===== config.mk =====
export PLATFORM = sky130hd
export DESIGN_NAME = lsq_top
export DESIGN_NICKNAME = d
export VERILOG_FILES = /design/src/source/lsq_pkg.sv /design/src/source/lsq_top.sv /design/src/source/completion_format.sv /design/src/source/mem_arbiter.sv /design/src/source/load_queue.sv /design/src/source/store_queue.sv
export SDC_FILE = /design/constraint.sdc
export NUM_CORES = 1
export LEC_CHECK = 0
export BUFFER_PORTS_ARGS = -buffer_cell sky130_fd_sc_hd__buf_2
export CAP_MARGIN = 10
export CORE_UTILIZATION = 37
export CTS_CLUSTER_SIZE = 24
export DETAILED_ROUTE_END_ITERATION = 8
export PLACE_DENSITY = 0.58
export SLEW_MARGIN = 20
export SYNTH_ARGS = -nofsm -noshare
export SYNTH_HDL_FRONTEND = slang
export SYNTH_SLANG_ARGS = --single-unit
export TNS_END_PERCENT = 10

===== constraint.sdc =====
create_clock -name clk -period 3.55 [get_ports clk]
set_input_delay 0.355 -clock clk [delete_from_list [all_inputs] [get_ports clk]]
set_output_delay 0.355 -clock clk [all_outputs]
set_load 0.05 [all_outputs]

===== src/source/lsq_pkg.sv =====
`default_nettype none

package lsq_pkg;

    // tag and register widths
    localparam int rob_tag_width = 5;
    localparam int phys_reg_width = 6;

    // RV32I load funct3 codes
    localparam logic [2:0] lb = 3'b000;
    localparam logic [2:0] lh = 3'b001;
    localparam logic [2:0] lw = 3'b010;
    localparam logic [2:0] lbu = 3'b100;
    localparam logic [2:0] lhu = 3'b101;

    // RV32I store funct3 codes
    localparam logic [2:0] sb = 3'b000;
    localparam logic [2:0] sh = 3'b001;
    localparam logic [2:0] sw = 3'b010;

    // one memory word, seen whole or by lanes
    // lane 0 is the least significant byte or halfword
    typedef union packed {
        logic [31:0] word;
        logic [3:0][7:0] byte_lane;
        logic [1:0][15:0] half_lane;
    } mem_word_u;

endpackage

`default_nettype wire

===== src/source/lsq_top.sv =====
`default_nettype none

module lsq_top #(
    parameter int SQ_DEPTH = 8,
    parameter int LQ_DEPTH = 8,
    localparam int idx_w = (SQ_DEPTH > LQ_DEPTH) ? $clog2(SQ_DEPTH) : $clog2(LQ_DEPTH)
) (
    input  logic clk,
    input  logic rst,

    // dispatch
    input  logic disp_load,
    input  logic disp_store,
    input  logic [2:0] disp_funct3,
    input  logic [lsq_pkg::rob_tag_width-1:0] disp_rob,
    input  logic [lsq_pkg::phys_reg_width-1:0] disp_pd,
    output logic [$clog2(LQ_DEPTH)-1:0] load_idx,
    output logic [$clog2(SQ_DEPTH)-1:0] store_idx,
    output logic full,

    // address adder
    input  logic addr_valid,
    input  logic addr_is_store,
    input  logic [idx_w-1:0] addr_idx,
    input  logic [31:0] addr,
    input  logic [31:0] store_data,

    // commit
    input  logic [lsq_pkg::rob_tag_width-1:0] commit_rob,

    // data cache
    output logic [31:0] d_addr,
    output logic [3:0] d_rmask,
    output logic [3:0] d_wmask,
    output logic [31:0] d_wdata,
    input  logic d_resp,
    input  logic [31:0] d_rdata,

    // completion broadcast
    output logic done_valid,
    output logic [lsq_pkg::rob_tag_width-1:0] done_rob,
    output logic [lsq_pkg::phys_reg_width-1:0] done_pd,
    output logic done_is_load,
    output logic [31:0] done_value
);
    import lsq_pkg::*;

    logic sq_full;
    logic lq_full;

    logic lq_ready;
    logic [31:0] lq_addr;
    logic [2:0] lq_funct3;
    logic [rob_tag_width-1:0] lq_rob;
    logic [phys_reg_width-1:0] lq_pd;
    logic lq_take;

    logic sq_ready;
    logic [31:0] sq_addr;
    logic [2:0] sq_funct3;
    logic [31:0] sq_data;
    logic [rob_tag_width-1:0] sq_rob;
    logic sq_pop;

    logic resp_valid;
    logic resp_is_load;
    logic [2:0] resp_funct3;
    logic [1:0] resp_offset;
    logic [rob_tag_width-1:0] resp_rob;
    logic [phys_reg_width-1:0] resp_pd;
    logic [31:0] resp_data;

    assign full = sq_full | lq_full;

    store_queue #(
        .SQ_DEPTH (SQ_DEPTH)
    ) store_queue_i (
        .clk           (clk),
        .rst           (rst),
        .disp_store    (disp_store),
        .disp_funct3   (disp_funct3),
        .disp_rob      (disp_rob),
        .addr_valid    (addr_valid),
        .addr_is_store (addr_is_store),
        .addr_idx      (addr_idx[$clog2(SQ_DEPTH)-1:0]),
        .addr          (addr),
        .store_data    (store_data),
        .sq_pop        (sq_pop),
        .store_idx     (store_idx),
        .sq_full       (sq_full),
        .sq_ready      (sq_ready),
        .sq_addr       (sq_addr),
        .sq_funct3     (sq_funct3),
        .sq_data       (sq_data),
        .sq_rob        (sq_rob)
    );

    load_queue #(
        .LQ_DEPTH (LQ_DEPTH),
        .SQ_DEPTH (SQ_DEPTH)
    ) load_queue_i (
        .clk           (clk),
        .rst           (rst),
        .disp_load     (disp_load),
        .disp_store    (disp_store),
        .disp_funct3   (disp_funct3),
        .disp_rob      (disp_rob),
        .disp_pd       (disp_pd),
        .addr_valid    (addr_valid),
        .addr_is_store (addr_is_store),
        .addr_idx      (addr_idx[$clog2(LQ_DEPTH)-1:0]),
        .addr          (addr),
        .sq_pop        (sq_pop),
        .lq_take       (lq_take),
        .load_idx      (load_idx),
        .lq_full       (lq_full),
        .lq_ready      (lq_ready),
        .lq_addr       (lq_addr),
        .lq_funct3     (lq_funct3),
        .lq_rob        (lq_rob),
        .lq_pd         (lq_pd)
    );

    mem_arbiter mem_arbiter_i (
        .clk          (clk),
        .rst          (rst),
        .commit_rob   (commit_rob),
        .d_resp       (d_resp),
        .d_rdata      (d_rdata),
        .lq_ready     (lq_ready),
        .lq_addr      (lq_addr),
        .lq_funct3    (lq_funct3),
        .lq_rob       (lq_rob),
        .lq_pd        (lq_pd),
        .sq_ready     (sq_ready),
        .sq_addr      (sq_addr),
        .sq_funct3    (sq_funct3),
        .sq_data      (sq_data),
        .sq_rob       (sq_rob),
        .lq_take      (lq_take),
        .sq_pop       (sq_pop),
        .d_addr       (d_addr),
        .d_rmask      (d_rmask),
        .d_wmask      (d_wmask),
        .d_wdata      (d_wdata),
        .resp_valid   (resp_valid),
        .resp_is_load (resp_is_load),
        .resp_funct3  (resp_funct3),
        .resp_offset  (resp_offset),
        .resp_rob     (resp_rob),
        .resp_pd      (resp_pd),
        .resp_data    (resp_data)
    );

    completion_format completion_format_i (
        .clk          (clk),
        .rst          (rst),
        .resp_valid   (resp_valid),
        .resp_is_load (resp_is_load),
        .resp_funct3  (resp_funct3),
        .resp_offset  (resp_offset),
        .resp_rob     (resp_rob),
        .resp_pd      (resp_pd),
        .resp_data    (resp_data),
        .done_valid   (done_valid),
        .done_rob     (done_rob),
        .done_pd      (done_pd),
        .done_is_load (done_is_load),
        .done_value   (done_value)
    );

endmodule

`default_nettype wire


===== src/source/completion_format.sv =====
`default_nettype none

module completion_format (
    input  logic clk,
    input  logic rst,
    input  logic resp_valid,
    input  logic resp_is_load,
    input  logic [2:0] resp_funct3,
    input  logic [1:0] resp_offset,
    input  logic [lsq_pkg::rob_tag_width-1:0] resp_rob,
    input  logic [lsq_pkg::phys_reg_width-1:0] resp_pd,
    input  logic [31:0] resp_data,
    output logic done_valid,
    output logic [lsq_pkg::rob_tag_width-1:0] done_rob,
    output logic [lsq_pkg::phys_reg_width-1:0] done_pd,
    output logic done_is_load,
    output logic [31:0] done_value
);
    import lsq_pkg::*;

    mem_word_u rdata;
    logic [7:0] byte_sel;
    logic [15:0] half_sel;
    logic [31:0] load_value;

    assign rdata.word = resp_data;
    assign byte_sel = rdata.byte_lane[resp_offset];
    // halfword lane from the upper offset bit
    assign half_sel = rdata.half_lane[resp_offset[1]];

    always_comb
    begin
        case (resp_funct3)
            lb: load_value = {{24{byte_sel[7]}}, byte_sel};
            lbu: load_value = {24'b0, byte_sel};
            lh: load_value = {{16{half_sel[15]}}, half_sel};
            lhu: load_value = {16'b0, half_sel};
            lw: load_value = rdata.word;
            default: load_value = '0;
        endcase
    end

    always_ff @(posedge clk)
    begin
        if (rst)
            done_valid <= 1'b0;
        else
            done_valid <= resp_valid;
    end

    // stores report no destination and no value
    always_ff @(posedge clk)
    begin
        if (resp_valid)
        begin
            done_rob <= resp_rob;
            done_is_load <= resp_is_load;
            done_pd <= resp_is_load ? resp_pd : '0;
            done_value <= resp_is_load ? load_value : '0;
        end
    end

endmodule

`default_nettype wire


===== src/source/mem_arbiter.sv =====
`default_nettype none

module mem_arbiter (
    input  logic clk,
    input  logic rst,
    input  logic [lsq_pkg::rob_tag_width-1:0] commit_rob,
    input  logic d_resp,
    input  logic [31:0] d_rdata,
    input  logic lq_ready,
    input  logic [31:0] lq_addr,
    input  logic [2:0] lq_funct3,
    input  logic [lsq_pkg::rob_tag_width-1:0] lq_rob,
    input  logic [lsq_pkg::phys_reg_width-1:0] lq_pd,
    input  logic sq_ready,
    input  logic [31:0] sq_addr,
    input  logic [2:0] sq_funct3,
    input  logic [31:0] sq_data,
    input  logic [lsq_pkg::rob_tag_width-1:0] sq_rob,
    output logic lq_take,
    output logic sq_pop,
    output logic [31:0] d_addr,
    output logic [3:0] d_rmask,
    output logic [3:0] d_wmask,
    output logic [31:0] d_wdata,
    output logic resp_valid,
    output logic resp_is_load,
    output logic [2:0] resp_funct3,
    output logic [1:0] resp_offset,
    output logic [lsq_pkg::rob_tag_width-1:0] resp_rob,
    output logic [lsq_pkg::phys_reg_width-1:0] resp_pd,
    output logic [31:0] resp_data
);
    import lsq_pkg::*;

    typedef enum logic [1:0] {
        st_load_chk,
        st_load_wait,
        st_store_chk,
        st_store_wait
    } state_t;

    state_t state;
    state_t state_next;
    logic store_go;
    logic waiting;
    logic [3:0] rmask_new;
    logic [3:0] wmask_new;
    mem_word_u wdata_new;

    logic [2:0] req_funct3;
    logic [1:0] req_offset;
    logic [rob_tag_width-1:0] req_rob;
    logic [phys_reg_width-1:0] req_pd;

    // funct3[1:0] gives the access size for loads and stores alike
    function automatic logic [3:0] lane_mask(input logic [2:0] funct3, input logic [1:0] offset);
        case (funct3[1:0])
            2'b00: lane_mask = 4'b0001 << offset;
            2'b01: lane_mask = 4'b0011 << {offset[1], 1'b0};
            default: lane_mask = 4'b1111;
        endcase
    endfunction

    // only the committing store may write
    assign store_go = sq_ready && (sq_rob == commit_rob);
    assign lq_take = (state == st_load_chk) && lq_ready;
    assign sq_pop = (state == st_store_chk) && store_go;
    assign waiting = (state == st_load_wait) || (state == st_store_wait);
    assign rmask_new = lane_mask(lq_funct3, lq_addr[1:0]);
    assign wmask_new = lane_mask(sq_funct3, sq_addr[1:0]);

    // put store data into its lanes
    always_comb
    begin
        wdata_new.word = '0;
        case (sq_funct3)
            sb: wdata_new.byte_lane[sq_addr[1:0]] = sq_data[7:0];
            sh: wdata_new.half_lane[sq_addr[1]] = sq_data[15:0];
            default: wdata_new.word = sq_data;
        endcase
    end

    always_comb
    begin
        state_next = state;
        case (state)
            st_load_chk: state_next = lq_ready ? st_load_wait : st_store_chk;
            st_store_chk: state_next = store_go ? st_store_wait : st_load_chk;
            // after a response the other side gets the next turn
            st_load_wait:
                if (d_resp)
                    state_next = st_store_chk;
            st_store_wait:
                if (d_resp)
                    state_next = st_load_chk;
            default: state_next = st_load_chk;
        endcase
    end

    always_ff @(posedge clk)
    begin
        if (rst)
        begin
            state <= st_load_chk;
            d_rmask <= '0;
            d_wmask <= '0;
        end
        else
        begin
            state <= state_next;
            if (lq_take)
                d_rmask <= rmask_new;
            else if (sq_pop)
                d_wmask <= wmask_new;
            else if (d_resp)
            begin
                d_rmask <= '0;
                d_wmask <= '0;
            end
        end
    end

    // request payload held until the response
    always_ff @(posedge clk)
    begin
        if (lq_take)
        begin
            d_addr <= {lq_addr[31:2], 2'b00};
            req_funct3 <= lq_funct3;
            req_offset <= lq_addr[1:0];
            req_rob <= lq_rob;
            req_pd <= lq_pd;
        end
        else if (sq_pop)
        begin
            d_addr <= {sq_addr[31:2], 2'b00};
            d_wdata <= wdata_new.word;
            req_funct3 <= sq_funct3;
            req_offset <= sq_addr[1:0];
            req_rob <= sq_rob;
        end
    end

    assign resp_valid = d_resp && waiting;
    assign resp_is_load = (state == st_load_wait);
    assign resp_funct3 = req_funct3;
    assign resp_offset = req_offset;
    assign resp_rob = req_rob;
    assign resp_pd = req_pd;
    assign resp_data = d_rdata;

    a_resp_in_wait: assert property (@(posedge clk) disable iff (rst) d_resp |-> waiting)
        else $error("cache response with no request outstanding");

endmodule

`default_nettype wire


===== src/source/load_queue.sv =====
`default_nettype none

module load_queue #(
    parameter int LQ_DEPTH = 8,
    parameter int SQ_DEPTH = 8,
    localparam int aw = $clog2(LQ_DEPTH),
    localparam int cw = $clog2(SQ_DEPTH + 1)
) (
    input  logic clk,
    input  logic rst,
    input  logic disp_load,
    input  logic disp_store,
    input  logic [2:0] disp_funct3,
    input  logic [lsq_pkg::rob_tag_width-1:0] disp_rob,
    input  logic [lsq_pkg::phys_reg_width-1:0] disp_pd,
    input  logic addr_valid,
    input  logic addr_is_store,
    input  logic [aw-1:0] addr_idx,
    input  logic [31:0] addr,
    input  logic sq_pop,
    input  logic lq_take,
    output logic [aw-1:0] load_idx,
    output logic lq_full,
    output logic lq_ready,
    output logic [31:0] lq_addr,
    output logic [2:0] lq_funct3,
    output logic [lsq_pkg::rob_tag_width-1:0] lq_rob,
    output logic [lsq_pkg::phys_reg_width-1:0] lq_pd
);
    import lsq_pkg::*;

    logic [LQ_DEPTH-1:0] valid;
    logic [LQ_DEPTH-1:0] addr_rdy;
    logic [cw-1:0] older [LQ_DEPTH];
    logic [2:0] funct3_q [LQ_DEPTH];
    logic [rob_tag_width-1:0] rob_q [LQ_DEPTH];
    logic [phys_reg_width-1:0] pd_q [LQ_DEPTH];
    logic [31:0] addr_q [LQ_DEPTH];

    // mirrors store queue occupancy
    logic [cw-1:0] st_count;
    logic [cw-1:0] new_count;
    logic [aw-1:0] sel;
    logic push;
    logic store_push;
    logic addr_write;

    assign lq_full = &valid;
    assign push = disp_load && !lq_full;
    // a saturated count means the store queue is full and drops the strobe
    assign store_push = disp_store && (st_count != cw'(SQ_DEPTH));
    assign new_count = sq_pop ? st_count - 1'b1 : st_count;
    assign addr_write = addr_valid && !addr_is_store;

    // scan downward so the lowest index wins
    always_comb
    begin
        load_idx = '0;
        sel = '0;
        lq_ready = 1'b0;
        for (int i = LQ_DEPTH - 1; i >= 0; i--)
        begin
            if (!valid[i])
                load_idx = aw'(i);
            if (valid[i] && addr_rdy[i] && older[i] == '0)
            begin
                sel = aw'(i);
                lq_ready = 1'b1;
            end
        end
    end

    always_ff @(posedge clk)
    begin
        if (rst)
        begin
            valid <= '0;
            addr_rdy <= '0;
            st_count <= '0;
        end
        else
        begin
            st_count <= st_count + cw'(store_push) - cw'(sq_pop);
            if (lq_take)
                valid[sel] <= 1'b0;
            if (push)
            begin
                valid[load_idx] <= 1'b1;
                addr_rdy[load_idx] <= 1'b0;
            end
            if (addr_write)
                addr_rdy[addr_idx] <= 1'b1;
        end
    end

    always_ff @(posedge clk)
    begin
        // each retiring store releases one older-store count
        for (int i = 0; i < LQ_DEPTH; i++)
        begin
            if (sq_pop && older[i] != '0)
                older[i] <= older[i] - 1'b1;
        end
        if (push)
        begin
            older[load_idx] <= new_count;
            funct3_q[load_idx] <= disp_funct3;
            rob_q[load_idx] <= disp_rob;
            pd_q[load_idx] <= disp_pd;
        end
        if (addr_write)
            addr_q[addr_idx] <= addr;
    end

    assign lq_addr = addr_q[sel];
    assign lq_funct3 = funct3_q[sel];
    assign lq_rob = rob_q[sel];
    assign lq_pd = pd_q[sel];

    a_addr_to_valid: assert property (@(posedge clk) disable iff (rst)
        addr_write |-> valid[addr_idx])
        else $error("load address written to an empty slot");

endmodule

`default_nettype wire


===== src/source/store_queue.sv =====
`default_nettype none

module store_queue #(
    parameter int SQ_DEPTH = 8,
    localparam int aw = $clog2(SQ_DEPTH)
) (
    input  logic clk,
    input  logic rst,
    input  logic disp_store,
    input  logic [2:0] disp_funct3,
    input  logic [lsq_pkg::rob_tag_width-1:0] disp_rob,
    input  logic addr_valid,
    input  logic addr_is_store,
    input  logic [aw-1:0] addr_idx,
    input  logic [31:0] addr,
    input  logic [31:0] store_data,
    input  logic sq_pop,
    output logic [aw-1:0] store_idx,
    output logic sq_full,
    output logic sq_ready,
    output logic [31:0] sq_addr,
    output logic [2:0] sq_funct3,
    output logic [31:0] sq_data,
    output logic [lsq_pkg::rob_tag_width-1:0] sq_rob
);
    import lsq_pkg::*;

    // pointers carry a wrap bit above the index
    logic [aw:0] head;
    logic [aw:0] tail;
    logic [aw-1:0] head_idx;
    logic sq_empty;
    logic push;
    logic addr_write;

    logic [SQ_DEPTH-1:0] addr_rdy;
    logic [2:0] funct3_q [SQ_DEPTH];
    logic [rob_tag_width-1:0] rob_q [SQ_DEPTH];
    logic [31:0] addr_q [SQ_DEPTH];
    logic [31:0] data_q [SQ_DEPTH];

    assign head_idx = head[aw-1:0];
    assign store_idx = tail[aw-1:0];
    assign sq_empty = (head == tail);
    assign sq_full = (head[aw] != tail[aw]) && (head_idx == store_idx);
    assign push = disp_store && !sq_full;
    assign addr_write = addr_valid && addr_is_store;

    always_ff @(posedge clk)
    begin
        if (rst)
        begin
            head <= '0;
            tail <= '0;
            addr_rdy <= '0;
        end
        else
        begin
            if (push)
            begin
                tail <= tail + 1'b1;
                addr_rdy[store_idx] <= 1'b0;
            end
            if (sq_pop)
                head <= head + 1'b1;
            // address may land in the same cycle as a later push
            if (addr_write)
                addr_rdy[addr_idx] <= 1'b1;
        end
    end

    always_ff @(posedge clk)
    begin
        if (push)
        begin
            funct3_q[store_idx] <= disp_funct3;
            rob_q[store_idx] <= disp_rob;
        end
        if (addr_write)
        begin
            addr_q[addr_idx] <= addr;
            data_q[addr_idx] <= store_data;
        end
    end

    // head is offered once its address is known
    assign sq_ready = !sq_empty && addr_rdy[head_idx];
    assign sq_addr = addr_q[head_idx];
    assign sq_funct3 = funct3_q[head_idx];
    assign sq_data = data_q[head_idx];
    assign sq_rob = rob_q[head_idx];

    a_no_push_full: assert property (@(posedge clk) disable iff (rst) disp_store |-> !sq_full)
        else $error("store dispatched into a full store queue");

    a_no_pop_empty: assert property (@(posedge clk) disable iff (rst) sq_pop |-> !sq_empty)
        else $error("store queue popped while empty");

endmodule

`default_nettype wire


==> flow_metrics.tcl <==
set metrics [dict create \
    routed_wl_um 111200 \
    critPathBufInv 2 \
    syn_avg_cell_area_um2 17.93 \
    synth_enable_flop_cells 1098 \
    fin_skew_ns 0.05824 \
    gp_congestion 0.8359 \
    peakVddDrop_mv 0.4413 \
    dp_cells 4282 \
    insertion_delay_ns 0.70 \
    clkSlewWorstSetupHoldPaths_ns 0.06 \
    nFillCells 10200 \
    slew_viol_final 0 \
    cts_num_sinks 1148 \
    final_area_um2 52460 \
    seq_area_um2 33980 \
    power.density_nw_per_um2 536.7 \
    grt_pass1_wl_um 163700 \
    outcome "complete, no violations" \
    fin_cells 4550 \
    drive_gt1_share_pct 23.73 \
    min_path_type "in2reg" \
    yosysSeqAreaShare_pct 76.64 \
    cts-buffers-inserted 113 \
    die_h_um 348.1 \
    grt_overflow 0 \
    yosys_warnings 0 \
    root_buffer "clkbuf_16" \
    synth_seq_cells 1148 \
    placed_area_um2 48120 \
    async_flop_share_pct 0 \
    slew_headroom_pct 26.44 \
    num_vias 24370 \
    area_growth_pct 18.36 \
    synthCells 2472 \
    globalRouteTotalUtil_pct 18.18 \
    path_delay_family "compound AO/OA/AOI/OAI gates" \
    io_buffers 246 \
    drc 0 \
    fmax_mhz 296.3 \
    grt_pass1_vias 24990 \
    multi_input_area_um2 9761 \
    startpoint_type "flop" \
    core_region_area_um2 118400 \
    hold_violations 0 \
    synth.cell_area_um2 44330 \
    dr.pass1.iters 7 \
    rsz0062_at_grt "false" \
    crit_chain "inv_1 > ha_1 > or3b_1 > a311oi_1 > o21ai_1 > a21oi_1 > buf_4 > o21a_2 > nand2_1 > a311o_1 > or2_2 > o311ai_0" \
    cts_tree "done" \
    grt_max_degree 128 \
    maxCapViolations 0 \
    antenna_found_initial 27 \
    row_count 126 \
    start_util_pct 37.44 \
    post_cts_buffers 0 \
    whs_ns 0.03831 \
    die-area_um2 121200 \
    cts_buffer_depth 3 \
    initialDrtViolationCount 2525 \
    die_width_um 348.1 \
    via_per_inst 5.356 \
    p_leak_nw 17.35 \
    max_stage_delay_ns 0.40 \
    fin_crit_sh_pct 95.07 \
    layout_common_cells "edfxtp_1, buf_2, nand2_1" \
    period_minus_slack_ns 3.375 \
    cp.required_ns 4.11 \
    tightestPinTransition_ns 1.103 \
    cts_max_level 3 \
    cp_max_fo 12 \
    synthFlopType "edfxtp_1" \
    drtAntennaViolNets 0 \
    critPathSlowestCell "edfxtp_1" \
    wl_per_cell_um 24.43 \
    final_common_cell "edfxtp_1" \
    setup_viol 0 \
    final_nets 3005 \
    arrival_ns 3.93 \
    critical_path_class "reg2reg" \
    synth_cell_types 67 \
    cp-end-kind "flop" \
    dp_hpwl_um 66710 \
    num_io_pins 249 \
]
[sequential cells by signal (all words and copies together), names as in the netlist, 24 cells and up, named ones only]
| name | flops |
|---|---|
| load_queue_i.addr_q | 256 |
| store_queue_i.addr_q | 256 |
| store_queue_i.data_q | 256 |
| load_queue_i.pd_q | 48 |
| load_queue_i.rob_q | 40 |
| store_queue_i.rob_q | 40 |
| completion_format_i.done_value | 32 |
| load_queue_i.older | 32 |
| mem_arbiter_i.d_wdata | 32 |
| mem_arbiter_i.d_addr | 30 |
| load_queue_i.funct3_q | 24 |
| store_queue_i.funct3_q | 24 |
[cell type report]
type / instances / share of cell area (%)
clock inverter: 58 / 1.283
inverter: 45 / 0.3339
clock buffer: 150 / 5.872
timing repair buffer: 394 / 5.297
multi-input combinational: 1151 / 18.60
sequential: 1148 / 64.78
antenna: 4 / 0.01908
tap: 1600 / 3.816
[Yosys cell counts (4+ instances only)]
master	count	share of area (%)
nand3_1	121	1.4
nor3_1	20	0.23
edfxtp_1	1098	74
xor2_1	24	0.47
nor2b_1	9	0.13
mux2i_1	100	2.3
buf_4	5	0.085
nor2_1	111	0.94
xnor2_1	8	0.16
clkbuf_1	78	0.66
nand2b_1	14	0.20
a22oi_1	10	0.17
a222oi_1	72	1.6
mux4_1	4	0.24
mux4_2	143	7.3
o22ai_1	22	0.31
o21a_1	5	0.085
inv_1	43	0.36
mux2_2	14	0.36
and2_1	9	0.13
a21oi_1	97	1.1
o22a_1	7	0.14
buf_2	22	0.25
nand2_1	174	1.5
a211o_1	9	0.18
o21ai_0	75	0.85
dfxtp_1	50	2.3
ha_1	26	0.73
and3_1	7	0.099
nor3b_1	13	0.22
o311ai_0	4	0.079
buf_1	22	0.19
or3_1	4	0.056
[routing by layer]
metal | GRT usage (%) | up-vias | routed length [µm]
li1 | - | 10680 | -
met1 | 24.29 | 12610 | 46980
met2 | 30.09 | 854 | 53810
met3 | 4.024 | 196 | 7784
met4 | 4.504 | 30 | 2399
met5 | 0 | - | 195
[path summary, 6_finish.rpt]
check,slack (ns),start,cells after the start,endpoint
min,0.04,addr[24],1,store_queue_i.addr_q[2][24]
max,0.18,load_queue_i.older[7][0],12,mem_arbiter_i.d_rmask[0]
max reg2reg,0.18,load_queue_i.older[7][0],12,mem_arbiter_i.d_rmask[0]
min reg2reg,0.42,mem_arbiter_i.resp_rob[4],0,completion_format_i.done_rob[4]
[cell families after synthesis]
group           count (synthesis)  synth area share, %
mux                           261                10.12
buf+inv                       174                1.612
compound gates                330                5.069
fa+ha+maj                      27               0.7790
other cells                     1             0.008460
xor+xnor                       33               0.6690
simple gates                  498                5.106
flops                        1148                76.64
[per-stage QoR]
stage | TNS [ns] | power [W] | worst slack [ns] | utilization [%]
2_1_floorplan | -20.96 | 0.01580 | -0.1991 | -
3_3_place_gp | 0 | 0.01621 | 0.1794 | 40.64
3_5_place_dp | 0 | 0.01626 | 0.1823 | 40.64
4_1_cts | 0 | 0.02836 | 0.1640 | 44.28
5_1_grt | 0 | 0.02894 | 0.01085 | 44.31
6_report | 0 | 0.02816 | 0.1750 | 44.31
[timing repair]
item | 4_1_cts | 5_1_grt
endpoints found under the hold margin | 408 | 0
hold buffers | 55 | 0
resized for setup | 0 | 1
endpoints found under the setup margin | 0 | 4
[worst register-to-register path, stage by stage (launching register included)]
cell and delay (ns):
edfxtp_1 0.40, inv_1 0.10, ha_1 0.14, or3b_1 0.40, a311oi_1 0.32, o21ai_1 0.14
a21oi_1 0.17, buf_4 0.22, o21a_2 0.38, nand2_1 0.11, a311o_1 0.38, or2_2 0.33
o311ai_0 0.13
[report_power, final]
part	switching [W]	internal, W	leakage, nW
Combinational	0.000572	0.000303	5.14
Sequential	0.0000783	0.0151	10.4
Clock	0.00504	0.00709	1.82
Total	0.00569	0.0225	17.3
Power figures use the tool's default switching activity.
